`src/lsu_defines.svh`:
```
`ifndef LSU_DEFINES_SVH
`define LSU_DEFINES_SVH

// Address and data widths
`define LSU_ADDR_W 32
`define LSU_DATA_W 32

// Instruction tag width
`define LSU_TAG_W 4

// Queue depth and its index width
`define LSU_DEPTH 4
`define LSU_IDX_W 2

`endif

```
`src/lsu_pkg.sv`:
```
`include "lsu_defines.svh"

package lsu_pkg;

  // Basic words
  typedef logic [`LSU_ADDR_W-1:0] lsu_addr_t;
  typedef logic [`LSU_DATA_W-1:0] lsu_data_t;
  typedef logic [`LSU_TAG_W-1:0]  lsu_tag_t;
  typedef logic [`LSU_IDX_W-1:0]  lsu_idx_t;

  // ------------------------------
  // One queue slot
  // ------------------------------
  typedef struct packed {
    // Slot allocated
    logic      valid;
    // Address and data captured
    logic      resolved;
    // Sent to L1 or forwarded
    logic      issued;
    // Result waiting to be reported
    logic      done;
    logic      is_store;
    lsu_tag_t  tag;
    lsu_addr_t addr;
    // Store data, or load result once done
    lsu_data_t value;
  } lsu_entry_t;

  // Whole queue, indexed by slot
  typedef lsu_entry_t [`LSU_DEPTH-1:0] lsu_entry_arr_t;

endpackage

```
`src/lsu_if.sv`:
```
`timescale 1ns/1ps

// Controller to entry storage
interface lsu_entry_if;
  logic                    alloc;
  lsu_pkg::lsu_idx_t       alloc_idx;
  lsu_pkg::lsu_tag_t       alloc_tag;
  logic                    alloc_is_store;
  logic                    issue;
  lsu_pkg::lsu_idx_t       issue_idx;
  logic                    result;
  lsu_pkg::lsu_idx_t       result_idx;
  lsu_pkg::lsu_data_t      result_value;
  logic                    free;
  lsu_pkg::lsu_idx_t       free_idx;
  lsu_pkg::lsu_entry_arr_t entries;
  logic                    any_unresolved;

  modport ctrl (
    output alloc, alloc_idx, alloc_tag, alloc_is_store,
    output issue, issue_idx, result, result_idx, result_value,
    output free, free_idx,
    input  entries, any_unresolved
  );

  modport file (
    input  alloc, alloc_idx, alloc_tag, alloc_is_store,
    input  issue, issue_idx, result, result_idx, result_value,
    input  free, free_idx,
    output entries, any_unresolved
  );
endinterface

// Controller to L1 sequencer, four-phase req/ack
interface lsu_mem_if;
  logic               req;
  logic               is_store;
  lsu_pkg::lsu_addr_t addr;
  lsu_pkg::lsu_data_t wdata;
  // Slot that owns the access, kept by the controller
  lsu_pkg::lsu_idx_t  slot;
  logic               ack;
  lsu_pkg::lsu_data_t rdata;

  modport ctrl (output req, is_store, addr, wdata, slot, input ack, rdata);
  modport port (input req, is_store, addr, wdata, output ack, rdata);
endinterface

```
`src/lsu_entry_file.sv`:
```
`timescale 1ns/1ps
`include "lsu_defines.svh"

module lsu_entry_file (
  input  logic               clk_in,
  input  logic               rst_N_in,
  input  logic               data_valid,
  input  lsu_pkg::lsu_tag_t  data_tag,
  input  lsu_pkg::lsu_addr_t data_addr,
  input  lsu_pkg::lsu_data_t data_value,
  lsu_entry_if.file          ent
);

  lsu_pkg::lsu_entry_arr_t q;

  // ------------------------------
  // Slot updates
  // ------------------------------
  always_ff @(posedge clk_in) begin
    if (!rst_N_in) begin
      // Only the status bits are cleared
      for (int i = 0; i < `LSU_DEPTH; i++) begin
        q[i].valid    <= 1'b0;
        q[i].resolved <= 1'b0;
        q[i].issued   <= 1'b0;
        q[i].done     <= 1'b0;
      end
    end else begin
      // Operand capture, tag match on waiting slots
      for (int i = 0; i < `LSU_DEPTH; i++) begin
        if (data_valid && q[i].valid && !q[i].resolved && (q[i].tag == data_tag)) begin
          q[i].resolved <= 1'b1;
          q[i].addr     <= data_addr;
          // Loads get their value later
          if (q[i].is_store) begin
            q[i].value <= data_value;
          end
        end
      end

      // New instruction at the tail
      if (ent.alloc) begin
        q[ent.alloc_idx].valid    <= 1'b1;
        q[ent.alloc_idx].resolved <= 1'b0;
        q[ent.alloc_idx].issued   <= 1'b0;
        q[ent.alloc_idx].done     <= 1'b0;
        q[ent.alloc_idx].is_store <= ent.alloc_is_store;
        q[ent.alloc_idx].tag      <= ent.alloc_tag;
      end

      if (ent.issue) begin
        q[ent.issue_idx].issued <= 1'b1;
      end

      // Store data stays, younger loads may still forward from it
      if (ent.result) begin
        q[ent.result_idx].done <= 1'b1;
        if (!q[ent.result_idx].is_store) begin
          q[ent.result_idx].value <= ent.result_value;
        end
      end

      // Reported, slot waits for head retirement
      if (ent.free) begin
        q[ent.free_idx].valid <= 1'b0;
      end
    end
  end

  // Some slot still waits for operands
  always_comb begin
    ent.any_unresolved = 1'b0;
    for (int i = 0; i < `LSU_DEPTH; i++) begin
      if (q[i].valid && !q[i].resolved) begin
        ent.any_unresolved = 1'b1;
      end
    end
  end

  assign ent.entries = q;

endmodule

```
`src/lsu_store_forward.sv`:
```
`timescale 1ns/1ps
`include "lsu_defines.svh"

module lsu_store_forward (
  input  lsu_pkg::lsu_entry_arr_t entries,
  input  lsu_pkg::lsu_idx_t       head,
  input  lsu_pkg::lsu_idx_t       load_idx,
  output logic                    hit,
  output lsu_pkg::lsu_data_t      fwd_value
);

  // Walk oldest to youngest up to the load
  // A later match overrides, so the youngest older store wins
  always_comb begin
    lsu_pkg::lsu_idx_t idx;
    logic              older;
    hit       = 1'b0;
    fwd_value = '0;
    older     = 1'b1;
    for (int k = 0; k < `LSU_DEPTH; k++) begin
      idx = head + lsu_pkg::lsu_idx_t'(k);
      // Reached the load itself
      if (idx == load_idx) begin
        older = 1'b0;
      end
      if (older && entries[idx].valid && entries[idx].is_store &&
          entries[idx].resolved && (entries[idx].addr == entries[load_idx].addr)) begin
        hit       = 1'b1;
        fwd_value = entries[idx].value;
      end
    end
  end

endmodule

```
`src/lsu_l1d_port.sv`:
```
`timescale 1ns/1ps

module lsu_l1d_port (
  input  logic               clk_in,
  input  logic               rst_N_in,
  lsu_mem_if.port            mem,
  output logic               l1d_req,
  output logic               l1d_we,
  output lsu_pkg::lsu_addr_t l1d_addr,
  output lsu_pkg::lsu_data_t l1d_wdata,
  input  logic               l1d_ack,
  input  lsu_pkg::lsu_data_t l1d_rdata
);

  typedef enum logic [1:0] {
    ST_IDLE,
    ST_REQ,
    ST_REL
  } state_t;

  state_t state;

  // ------------------------------
  // Handshake sequencer
  // ------------------------------
  always_ff @(posedge clk_in) begin
    if (!rst_N_in) begin
      state   <= ST_IDLE;
      l1d_req <= 1'b0;
      mem.ack <= 1'b0;
    end else begin
      case (state)
        // ack is low here, so a req is a new access
        ST_IDLE: begin
          if (mem.req) begin
            l1d_req <= 1'b1;
            state   <= ST_REQ;
          end
        end
        // Hold the request until the L1 answers
        ST_REQ: begin
          if (l1d_ack) begin
            mem.ack <= 1'b1;
            state   <= ST_REL;
          end
        end
        // Follow the controller release, then wait for L1 ack to drop
        ST_REL: begin
          if (!mem.req) begin
            l1d_req <= 1'b0;
          end
          if (!l1d_req && !l1d_ack) begin
            mem.ack <= 1'b0;
            state   <= ST_IDLE;
          end
        end
        default: state <= ST_IDLE;
      endcase
    end
  end

  // Request fields and read data
  always_ff @(posedge clk_in) begin
    if ((state == ST_IDLE) && mem.req) begin
      l1d_we    <= mem.is_store;
      l1d_addr  <= mem.addr;
      l1d_wdata <= mem.wdata;
    end
    // Sample on the first ack only
    if ((state == ST_REQ) && l1d_ack) begin
      mem.rdata <= l1d_rdata;
    end
  end

endmodule

```
`src/lsu_queue_ctrl.sv`:
```
`timescale 1ns/1ps
`include "lsu_defines.svh"

module lsu_queue_ctrl (
  input  logic               clk_in,
  input  logic               rst_N_in,
  input  logic               instr_valid,
  input  lsu_pkg::lsu_tag_t  instr_tag,
  input  logic               instr_is_store,
  output logic               instr_ready,
  output logic               data_ready,
  lsu_entry_if.ctrl          ent,
  lsu_mem_if.ctrl            mem,
  output logic               completion_valid,
  output lsu_pkg::lsu_tag_t  completion_tag,
  output lsu_pkg::lsu_data_t completion_value
);

  lsu_pkg::lsu_idx_t     head;
  lsu_pkg::lsu_idx_t     tail;
  logic [`LSU_IDX_W:0]   count;
  logic                  accept;
  logic                  retire;
  logic                  mem_idle;
  logic                  mem_done;
  logic                  mem_go;
  logic [`LSU_DEPTH-1:0] fwd_hit;
  lsu_pkg::lsu_data_t    fwd_val [`LSU_DEPTH];
  logic                  ld_found;
  logic                  ld_fwd;
  lsu_pkg::lsu_idx_t     ld_idx;
  logic                  st_found;
  lsu_pkg::lsu_idx_t     st_idx;
  logic                  cmp_found;
  lsu_pkg::lsu_idx_t     cmp_idx;

  assign accept      = instr_valid && instr_ready;
  assign instr_ready = (count != (`LSU_IDX_W+1)'(`LSU_DEPTH));
  assign data_ready  = ent.any_unresolved;
  // Head slot freed after reporting
  assign retire      = (count != '0) && !ent.entries[head].valid;
  assign mem_idle    = !mem.req && !mem.ack;
  // First ack of the outstanding access
  assign mem_done    = mem.req && mem.ack;

  // One forward search per slot
  for (genvar g = 0; g < `LSU_DEPTH; g++) begin : g_fwd
    lsu_store_forward u_fwd (
      .entries   (ent.entries),
      .head      (head),
      .load_idx  (lsu_pkg::lsu_idx_t'(g)),
      .hit       (fwd_hit[g]),
      .fwd_value (fwd_val[g])
    );
  end

  // ------------------------------
  // Oldest-first scan
  // ------------------------------
  always_comb begin
    lsu_pkg::lsu_idx_t   idx;
    lsu_pkg::lsu_entry_t e;
    logic                st_unres;
    logic                unissued;
    ld_found  = 1'b0;
    ld_fwd    = 1'b0;
    ld_idx    = '0;
    st_found  = 1'b0;
    st_idx    = '0;
    cmp_found = 1'b0;
    cmp_idx   = '0;
    st_unres  = 1'b0;
    unissued  = 1'b0;
    for (int k = 0; k < `LSU_DEPTH; k++) begin
      idx = head + lsu_pkg::lsu_idx_t'(k);
      e   = ent.entries[idx];
      if (e.valid) begin
        // Load, all older stores known; forwardable loads skip a busy L1
        if (!e.is_store && e.resolved && !e.issued && !st_unres && !ld_found &&
            ((fwd_hit[idx] && !mem_done) || mem_idle)) begin
          ld_found = 1'b1;
          ld_fwd   = fwd_hit[idx];
          ld_idx   = idx;
        end
        // Store goes only once everything older has issued
        if (e.is_store && e.resolved && !e.issued && !unissued && !st_found) begin
          st_found = 1'b1;
          st_idx   = idx;
        end
        if (e.is_store && !e.resolved) begin
          st_unres = 1'b1;
        end
        if (!e.issued) begin
          unissued = 1'b1;
        end
        if (e.done && !cmp_found) begin
          cmp_found = 1'b1;
          cmp_idx   = idx;
        end
      end
    end
  end

  // ------------------------------
  // Entry commands
  // ------------------------------
  always_comb begin
    ent.alloc          = accept;
    ent.alloc_idx      = tail;
    ent.alloc_tag      = instr_tag;
    ent.alloc_is_store = instr_is_store;
    ent.issue          = ld_found || (st_found && mem_idle);
    ent.issue_idx      = ld_found ? ld_idx : st_idx;
    mem_go             = ent.issue && !(ld_found && ld_fwd);
    // Forward completes in place; an L1 result never collides with it
    ent.result         = ld_found && ld_fwd;
    ent.result_idx     = ld_idx;
    ent.result_value   = fwd_val[ld_idx];
    if (mem_done) begin
      ent.result       = 1'b1;
      ent.result_idx   = mem.slot;
      ent.result_value = mem.rdata;
    end
    ent.free           = cmp_found;
    ent.free_idx       = cmp_idx;
  end

  // L1 request, raised on issue and dropped on ack
  always_ff @(posedge clk_in) begin
    if (!rst_N_in) begin
      mem.req <= 1'b0;
    end else if (mem_go) begin
      mem.req <= 1'b1;
    end else if (mem_done) begin
      mem.req <= 1'b0;
    end
  end

  always_ff @(posedge clk_in) begin
    if (mem_go) begin
      mem.is_store <= ent.entries[ent.issue_idx].is_store;
      mem.addr     <= ent.entries[ent.issue_idx].addr;
      mem.wdata    <= ent.entries[ent.issue_idx].value;
      mem.slot     <= ent.issue_idx;
    end
  end

  // Completion, stores report zero
  always_ff @(posedge clk_in) begin
    if (!rst_N_in) begin
      completion_valid <= 1'b0;
    end else begin
      completion_valid <= cmp_found;
    end
  end

  always_ff @(posedge clk_in) begin
    if (cmp_found) begin
      completion_tag   <= ent.entries[cmp_idx].tag;
      completion_value <= ent.entries[cmp_idx].is_store ? '0 : ent.entries[cmp_idx].value;
    end
  end

  // Ring pointers
  always_ff @(posedge clk_in) begin
    if (!rst_N_in) begin
      head  <= '0;
      tail  <= '0;
      count <= '0;
    end else begin
      if (accept) begin
        tail <= tail + 1'b1;
      end
      if (retire) begin
        head <= head + 1'b1;
      end
      count <= count + (`LSU_IDX_W+1)'(accept) - (`LSU_IDX_W+1)'(retire);
    end
  end

endmodule

```
`src/lsu_top.sv`:
```
`timescale 1ns/1ps

module lsu_top (
  input  logic               clk_in,
  input  logic               rst_N_in,
  // Instructions in program order
  input  logic               instr_valid,
  output logic               instr_ready,
  input  lsu_pkg::lsu_tag_t  instr_tag,
  input  logic               instr_is_store,
  // Operands by tag
  input  logic               data_valid,
  output logic               data_ready,
  input  lsu_pkg::lsu_tag_t  data_tag,
  input  lsu_pkg::lsu_addr_t data_addr,
  input  lsu_pkg::lsu_data_t data_value,
  // L1 data cache
  output logic               l1d_req,
  input  logic               l1d_ack,
  output logic               l1d_we,
  output lsu_pkg::lsu_addr_t l1d_addr,
  output lsu_pkg::lsu_data_t l1d_wdata,
  input  lsu_pkg::lsu_data_t l1d_rdata,
  // Results
  output logic               completion_valid,
  output lsu_pkg::lsu_tag_t  completion_tag,
  output lsu_pkg::lsu_data_t completion_value
);

  lsu_entry_if u_ent_if ();
  lsu_mem_if   u_mem_if ();

  lsu_entry_file u_entry_file (
    .clk_in     (clk_in),
    .rst_N_in   (rst_N_in),
    .data_valid (data_valid),
    .data_tag   (data_tag),
    .data_addr  (data_addr),
    .data_value (data_value),
    .ent        (u_ent_if.file)
  );

  lsu_queue_ctrl u_queue_ctrl (
    .clk_in           (clk_in),
    .rst_N_in         (rst_N_in),
    .instr_valid      (instr_valid),
    .instr_tag        (instr_tag),
    .instr_is_store   (instr_is_store),
    .instr_ready      (instr_ready),
    .data_ready       (data_ready),
    .ent              (u_ent_if.ctrl),
    .mem              (u_mem_if.ctrl),
    .completion_valid (completion_valid),
    .completion_tag   (completion_tag),
    .completion_value (completion_value)
  );

  lsu_l1d_port u_l1d_port (
    .clk_in    (clk_in),
    .rst_N_in  (rst_N_in),
    .mem       (u_mem_if.port),
    .l1d_req   (l1d_req),
    .l1d_we    (l1d_we),
    .l1d_addr  (l1d_addr),
    .l1d_wdata (l1d_wdata),
    .l1d_ack   (l1d_ack),
    .l1d_rdata (l1d_rdata)
  );

endmodule

```
`config.mk`:
```
export PLATFORM = sky130hd
export DESIGN_NAME = lsu_top
export DESIGN_NICKNAME = d
export VERILOG_FILES = /design/src/lsu_pkg.sv /design/src/lsu_if.sv /design/src/lsu_entry_file.sv /design/src/lsu_store_forward.sv /design/src/lsu_l1d_port.sv /design/src/lsu_queue_ctrl.sv /design/src/lsu_top.sv
export VERILOG_INCLUDE_DIRS = /design/src
export SDC_FILE = /design/constraint.sdc
export NUM_CORES = 2
export LEC_CHECK = 0
export BUFFER_PORTS_ARGS = -buffer_cell sky130_fd_sc_hd__buf_2
export CELL_PAD_IN_SITES_DETAIL_PLACEMENT = 0
export CELL_PAD_IN_SITES_GLOBAL_PLACEMENT = 1
export CORE_MARGIN = 1
export CORE_UTILIZATION = 52
export DETAILED_ROUTE_END_ITERATION = 8
export PLACE_DENSITY_LB_ADDON = 0.1
export SLEW_MARGIN = 25
export SYNTH_ARGS = -nofsm -noshare
export SYNTH_HDL_FRONTEND = slang
export SYNTH_HIERARCHICAL = 1
export SYNTH_SLANG_ARGS = --single-unit
```
`constraint.sdc`:
```
create_clock -name clk_in -period 7.7 [get_ports clk_in]
set_input_delay 1.54 -clock clk_in [delete_from_list [all_inputs] [get_ports clk_in]]
set_output_delay 1.54 -clock clk_in [all_outputs]
set_load 0.05 [all_outputs]
```
== Word level (Yosys, flattened, before mapping) ==
Index checks and enable logic that the tools add are counted.

* Register bits after elaboration: 505
* Input port bits: 110
* Logic and storage cells: 518
* Output and inout bits: 105

* Magnitude comparators: 13
* Add/sub/neg operators: 6
* Eq/ne operators: 39
* Mux-type cells: 219
* Reductions and logical operators: 190
* Bitwise gates (word level): 1

{| class="wikitable"
|+ Operators with widths
! cell !! count
|-
| 292-bit bitwise mux || 10
|-
| 292-bit 2-to-1 mux || 8
|-
| 73-bit demux with 2-bit select || 10
|-
| 73-bit binary-select mux with 2-bit select || 7
|-
| 32-bit 2-to-1 mux || 24
|-
| 32-bit equality test || 16
|-
| 64-bit 2-to-1 mux || 8
|-
| 73-bit 2-to-1 mux || 6
|-
| 69-bit 2-to-1 mux || 4
|-
| 71-bit 2-to-1 mux || 2
|-
| 70-bit 2-to-1 mux || 2
|-
| 1-bit logical AND || 136
|-
| 1-bit 2-to-1 mux || 99
|-
| 72-bit 2-to-1 mux || 1
|-
| 68-bit 2-to-1 mux || 1
|-
| 32-bit binary-select mux with 2-bit select || 1
|-
| 2-bit 2-to-1 mux || 29
|-
| 1-bit logical NOT || 37
|-
| 2-bit by 3-bit less-than comparator with 1-bit output (second input constant) || 8
|-
| 2-bit equality test (second input constant) || 9
|-
| 4-bit equality test || 4
|-
| 2-bit by 1-bit equality test with 1-bit output (second input constant) || 5
|-
| 2-bit logical NOT || 5
|-
| 3-bit AND reduction || 3
|-
| other kinds (16) || 33
|}

== Logic depth before layout (Yosys ltp) ==
* Depth after elaboration: 47
* Depth in mapped cells: 28
* Gate-level depth less buffers: 18

== Hierarchy ==
The synthesis kept the hierarchy.

{| class="wikitable"
|+ Modules (own cells, without submodules)
! module !! times used !! cells each !! area each (µm²) !! sequential area each (µm²)
|-
| lsu_store_forward || 4 || 827 || 7790.0 || 0.0
|-
| lsu_entry_file || 1 || 1061 || 12902.4 || 8608.3
|-
| lsu_queue_ctrl || 1 || 883 || 9967.1 || 3273.1
|-
| lsu_l1d_port || 1 || 117 || 3088.0 || 2992.9
|}

== Worst setup path after synthesis ==
No wires, ideal clock.

* Path kind: register to register
* Start point: reg u_queue_ctrl.head[0]
* End point: reg u_queue_ctrl.mem.addr[0], enable pin
* Period minus slack after synthesis: 6616 ps
* Data required time: 7267 ps
* Path slack: 1084 ps
* Buffers on the path: 5
* Cell stages (with the launch flop): 20
* Data arrival time: 6183 ps
* Library setup time: 433 ps
* Path through: dfxtp_1 -> buf_6 -> buf_6 -> buf_2 -> mux4_2 -> xor2_1 -> a2111oi_1 -> nand4_1 -> nor3_1 -> buf_2 -> clkbuf_1 -> nor2_1 -> o21ai_0 -> mux4_2 -> a21oi_1 -> or4_1 -> nand2_1 -> o31ai_1 -> o22ai_1 -> and2_1

* Cells in the longest elaborated chain, start to end: 35
* Elaborated cells between the ends (all ways): 254
* Those cells by class: add/sub (3); eq/ne (28); mux (84); reduce/logical (139)

{| class="wikitable"
|+ Ends and longest elaborated chain
! what !! line !! source
|-
| start: declaration || lsu_queue_ctrl.sv:19 || <nowiki>lsu_pkg::lsu_idx_t head;</nowiki>
|-
| start signal: assignment || lsu_queue_ctrl.sv:175 || <nowiki>head <= head + 1'b1;</nowiki>
|-
| branches (longest 9 deep; another with 2-bit by 1-bit adder with 2-bit output) || -- ||
|-
| 1-bit 2-to-1 mux (*) || lsu_store_forward.sv:26 || <nowiki>if (older && entries[idx].valid && entries[idx].is_store &&</nowiki>
|-
| net u_queue_ctrl.fwd_hit[2] || lsu_queue_ctrl.sv:27 || <nowiki>logic [`LSU_DEPTH-1:0] fwd_hit;</nowiki>
|-
| 1-bit binary-select mux with 2-bit select || lsu_queue_ctrl.sv:80, lsu_queue_ctrl.sv:82 ||
|-
| 1-bit 2-to-1 mux (not written as such) || lsu_queue_ctrl.sv:80, lsu_queue_ctrl.sv:82 ||
|-
| 1-bit logical AND || lsu_queue_ctrl.sv:80 || <nowiki>((fwd_hit[idx] && !mem_done) || mem_idle)) begin</nowiki>
|-
| 1-bit logical OR || lsu_queue_ctrl.sv:80 ||
|-
| 1-bit logical AND || lsu_queue_ctrl.sv:79 || <nowiki>if (!e.is_store && e.resolved && !e.issued && !st_unres && !ld_found &&</nowiki>
|-
| [... 12 more ...] || -- ||
|-
| 1-bit logical NOT || lsu_queue_ctrl.sv:79 ||
|-
| 1-bit logical AND (2 in series) || lsu_queue_ctrl.sv:79 ||
|-
| 1-bit 2-to-1 mux || lsu_queue_ctrl.sv:79 ||
|-
| 1-bit 2-to-1 mux || lsu_queue_ctrl.sv:77 || <nowiki>if (e.valid) begin</nowiki>
|-
| 1-bit logical AND || lsu_queue_ctrl.sv:114 || <nowiki>mem_go = ent.issue && !(ld_found && ld_fwd);</nowiki>
|-
| 1-bit logical NOT || lsu_queue_ctrl.sv:114 ||
|-
| 1-bit logical AND (*) || lsu_queue_ctrl.sv:114 ||
|-
| net u_queue_ctrl.mem_go || lsu_queue_ctrl.sv:26 || <nowiki>logic mem_go;</nowiki>
|-
| end: declaration || lsu_if.sv:45 || <nowiki>modport ctrl (output req, is_store, addr, wdata, slot, input ack, rdata);</nowiki>
|}

Mark *: on every way through the listed nets, which the timed path passes. The select of a mux whose other input is x is not followed.
A chain may end at the register's enable or synchronous reset.

== Final worst setup path ==
* Start point: reg u_queue_ctrl.head[1]
* End point: reg u_queue_ctrl.mem.addr[20] (data pin)

* Cells in the longest elaborated chain, start to end: 35
* Elaborated cells between the ends (all ways): 258
* Those cells by class: add/sub (3); eq/ne (28); mux (93); reduce/logical (134)

{| class="wikitable"
|+ Ends and longest elaborated chain
! what !! line !! source
|-
| branches (longest 9 deep; another with 2-bit by 1-bit adder with 2-bit output) || -- ||
|-
| 1-bit 2-to-1 mux (*) || lsu_store_forward.sv:26 ||
|-
| net u_queue_ctrl.fwd_hit[1] || lsu_queue_ctrl.sv:27 ||
|-
| 1-bit binary-select mux with 2-bit select || lsu_queue_ctrl.sv:80 ||
|-
| 1-bit 2-to-1 mux (not written as such) || lsu_queue_ctrl.sv:80 ||
|-
| 1-bit logical AND || lsu_queue_ctrl.sv:80 ||
|-
| 1-bit logical OR || lsu_queue_ctrl.sv:80 ||
|-
| 1-bit logical AND || lsu_queue_ctrl.sv:79 ||
|-
| [... 11 more ...] || -- ||
|-
| 1-bit 2-to-1 mux || lsu_queue_ctrl.sv:77 ||
|-
| 1-bit logical NOT || lsu_queue_ctrl.sv:79 ||
|-
| 1-bit logical AND (2 in series) || lsu_queue_ctrl.sv:79 ||
|-
| 2-bit 2-to-1 mux or 1-bit 2-to-1 mux (tied branches) || lsu_queue_ctrl.sv:79 ||
|-
| 2-bit 2-to-1 mux or 1-bit 2-to-1 mux (tied branches) || lsu_queue_ctrl.sv:77 ||
|-
| 2-bit 2-to-1 mux (*) || lsu_queue_ctrl.sv:113 || <nowiki>ent.issue_idx = ld_found ? ld_idx : st_idx;</nowiki>
|-
| 73-bit binary-select mux with 2-bit select (*) || lsu_queue_ctrl.sv:142 || <nowiki>mem.addr <= ent.entries[ent.issue_idx].addr;</nowiki>
|-
| 69-bit 2-to-1 mux (*) || -- ||
|}

Marked as above.

==> results.toml <==
[worst_setup_path]
worstSetupPathType = "flop to flop"
path_max_fanout = 47
crit_family = "simple AND/OR/NAND/NOR gates"
reg2reg_from = "u_queue_ctrl/head[1]"
crit_buf_inv = 3
r2r_setup_slack_ns = 0.12
critical_path.startpoint = "u_queue_ctrl/head[1]"
cp.arrival_ns = 7.93
required_ns = 8.05
cp-start-kind = "flop"
r2r-end = "u_queue_ctrl/mem.addr[20]"
crit_chain = "buf_4 -> mux4_2 -> xnor2_1 -> nand4_1 -> nor4_2 -> nand4_2 -> o21ai_0 -> mux4_2 -> a21oi_1 -> or4_1 -> nand2_1 -> a211oi_4 -> o32ai_4 -> buf_4 -> and2_4 -> buf_12 -> mux2i_1"
critical-path-max-stage-delay_ns = 0.90
slowest_stage = "dfxtp_4"
reg2reg_depth = 17
setup.worst_path.end_class = "flop"

[clock_network]
postCtsSetupBuffers = 0
max-clock-path-buffers = 3
insertion_delay_ns = 0.68
cts-htree-levels = 3
clk_pin_slew_ns = 0.06
cts.sinks = 505
numCtsBuffers = 66
hold_buffers = 0
cts_resized = 0
ctsRootBufferMaster = "clkbuf_16"
cts_tree = "done"

[detailed_routing]
vias = 50623
first_pass_iters = 8
routed_wl_mm = 230
wire_per_inst_um = 33.8
vias_per_cell = 7.44
ant_nets = 0
drc = 0
drt_iter0_drc = 8747

[synthesis]
yosys.area.top_type_share_pct = 25.0
synth_edf_count = 476
synth_common_cells = "629 x mux2i_1, 500 x mux4_2, 476 x edfxtp_1"
synth_area_um2 = 57100
synthArstFlopShare_pct = 0
yosysMostFrequentCell = "mux2i_1"
ys_ff_latch = 505
ys_types = 92
syn_avg_cell_area_um2 = 10.6
synth_area_leader_cell = "edfxtp_1"
ys_warn_count = 6
synthTopCellsByArea = "edfxtp_1 25%, mux4_2 20%, mux2i_1 11%, xor2_1 5.1%, a21oi_1 4.0%"
syn_inst = 5369
synth_flop_cell = "edfxtp_1"
synth_seq_area_share_pct = 26.0

[power]
p_sw_share_pct = 42.3
pwr-share-clk_pct = 22.0
p_int_mw = 8.50
pwr-share-seq_pct = 24.0
leakagePower_nw = 19.6
vdd_drop_max_mv = 0.326
p_per_area_nw_per_um2 = 240
p_sw_mw = 6.24
comb_power_share_pct = 54.0

[placement]
place_worst_setup_slack_ns = 0.541
port_buffers = 214
dpl.hpwl_mm = 145
gp_congestion = 1.03

[min_path]
hold_end = "u_l1d_port/l1d_addr[23]"
hold_depth = 0
hold_start = "u_queue_ctrl/mem.addr[23]"
hp-class = "flop to flop"

[floorplanning]
die_area_um2 = 111000
die_height_um = 333
die_w_um = 333
rows = 121
start_util_pct = 52.5
io_pins = 215
fp.coreArea_um2 = 109000

[job]
max_cap_violations = 0

[sta]
setup-violations-final = 0
tightest_slew_ns = 1.16
setup_slack_ns = 0.124
maxSlewHeadroom_pct = 22.4
hold_violations = 0
fin_skew_ns = 0.0439
grt_setup_unrepaired = "no"
timing.fmax_ghz = 0.132
slew_violations = 0
period_needed_ns = 7.58
period_share_pct = 98.4
finalSetupTns_ns = 0

[cells_and_area]
fill_cells = 9290
drive_gt1_share_pct = 23.6
area_growth_pct = 7.69
finalNetCount = 5439

[outcome]
status = "finished, final reports clean"

[global_route]
grt_pass1_vias = 45224
grt_pass1_wl_mm = 328
overflow = 0
grt_start_max_net_pins = 244
grt.total_usage_pct = 40.2
antenna_found_initial = 29
cells in the final DEF (no fill, tap or decap), types with 55 or more instances in the layout:
| master | Yosys | final |
|---|---|---|
| a31oi_1 | 58 | 57 |
| o211ai_1 | 80 | 80 |
| nand2_1 | 339 | 338 |
| mux4_1 | 61 | 61 |
| a21boi_0 | 128 | 128 |
| and3_1 | 55 | 55 |
| nand4_1 | 119 | 119 |
| mux2i_1 | 629 | 628 |
| xnor2_1 | 94 | 93 |
| buf_2 | 115 | 213 |
| xor2_1 | 335 | 335 |
| or4_1 | 130 | 130 |
| mux4_2 | 500 | 500 |
| edfxtp_1 | 476 | 476 |
| buf_4 | 19 | 172 |
| clkbuf_16 | 0 | 68 |
| nand2b_1 | 138 | 138 |
| nor2_1 | 375 | 365 |
| a21oi_1 | 452 | 452 |
| mux2_2 | 133 | 133 |
| nand3_1 | 72 | 63 |
| nor4_1 | 69 | 69 |
| a211oi_1 | 165 | 165 |
power groups by stage:
stage	clock network (mW)	logic (mW)	registers (mW)
after floorplan	0	5.96	3.63
after global placement	0	7.59	3.58
after detailed placement	0	7.65	3.58
after CTS	3.27	7.69	3.53
after global routing	3.38	8.37	3.56
final	3.24	7.95	3.54
layer usage:
metal / vias up / track usage (%) / routed length [µm]
li1: 21178 / - / -
met1: 25005 / 56.4 / 90200
met2: 3851 / 53.9 / 92200
met3: 579 / 18.8 / 39200
met4: 10 / 13.6 / 8460
met5: - / 0 / 60
cell type report:
class	instances	area (µm²)	area share, %
Tap cell	1414	1770	2.88
Antenna cell	9	22.5	0.0366
Clock inverter	44	479	0.779
Timing Repair Buffer	419	3010	4.90
Sequential cell	505	14900	24.2
Clock buffer	76	1730	2.82
Inverter	19	71.3	0.116
Multi-Input combinational cell	4315	39500	64.3
logic make-up after synthesis:
group	Yosys count	share of synthesized area, %
AND/OR/NAND/NOR	1444	13.1
multiplexers	1326	36.2
XOR/XNOR	429	6.58
buffers and inverters	555	5.27
AO/OA/AOI/OAI	1103	12.7
flip-flops	505	26.0
adder cells (fa/ha/maj)	5	0.114
other	2	0.0131
stage by stage:
stage                     utilization, %  power (mW)  hold WS [ns]  cells  cell area, µm²
after floorplan                        -        9.59         0.400   5375           57100
after global placement              54.4        11.2         0.401   6667           59200
after detailed placement            54.4        11.2         0.405   6670           59200
after CTS                           56.4        14.5         0.417   6790           61400
after global routing                56.5        15.3         0.420   6793           61500
final                               56.5        14.7         0.416   6801           61500
worst max-delay path by stage:
stage | endpoint | slack, ns | cells after the start
after global routing | u_entry_file/ent.entries[15] | 0.06 | 19
after detailed placement | u_entry_file/ent.entries[23] | 0.54 | 19
after floorplan | u_queue_ctrl/mem.addr[0] | 1.08 | 19
after global placement | u_entry_file/ent.entries[171] | 0.57 | 17
final | u_queue_ctrl/mem.addr[20] | 0.12 | 17
after CTS | u_entry_file/ent.entries[18] | 0.50 | 19
Power figures use the tool's default switching activity.
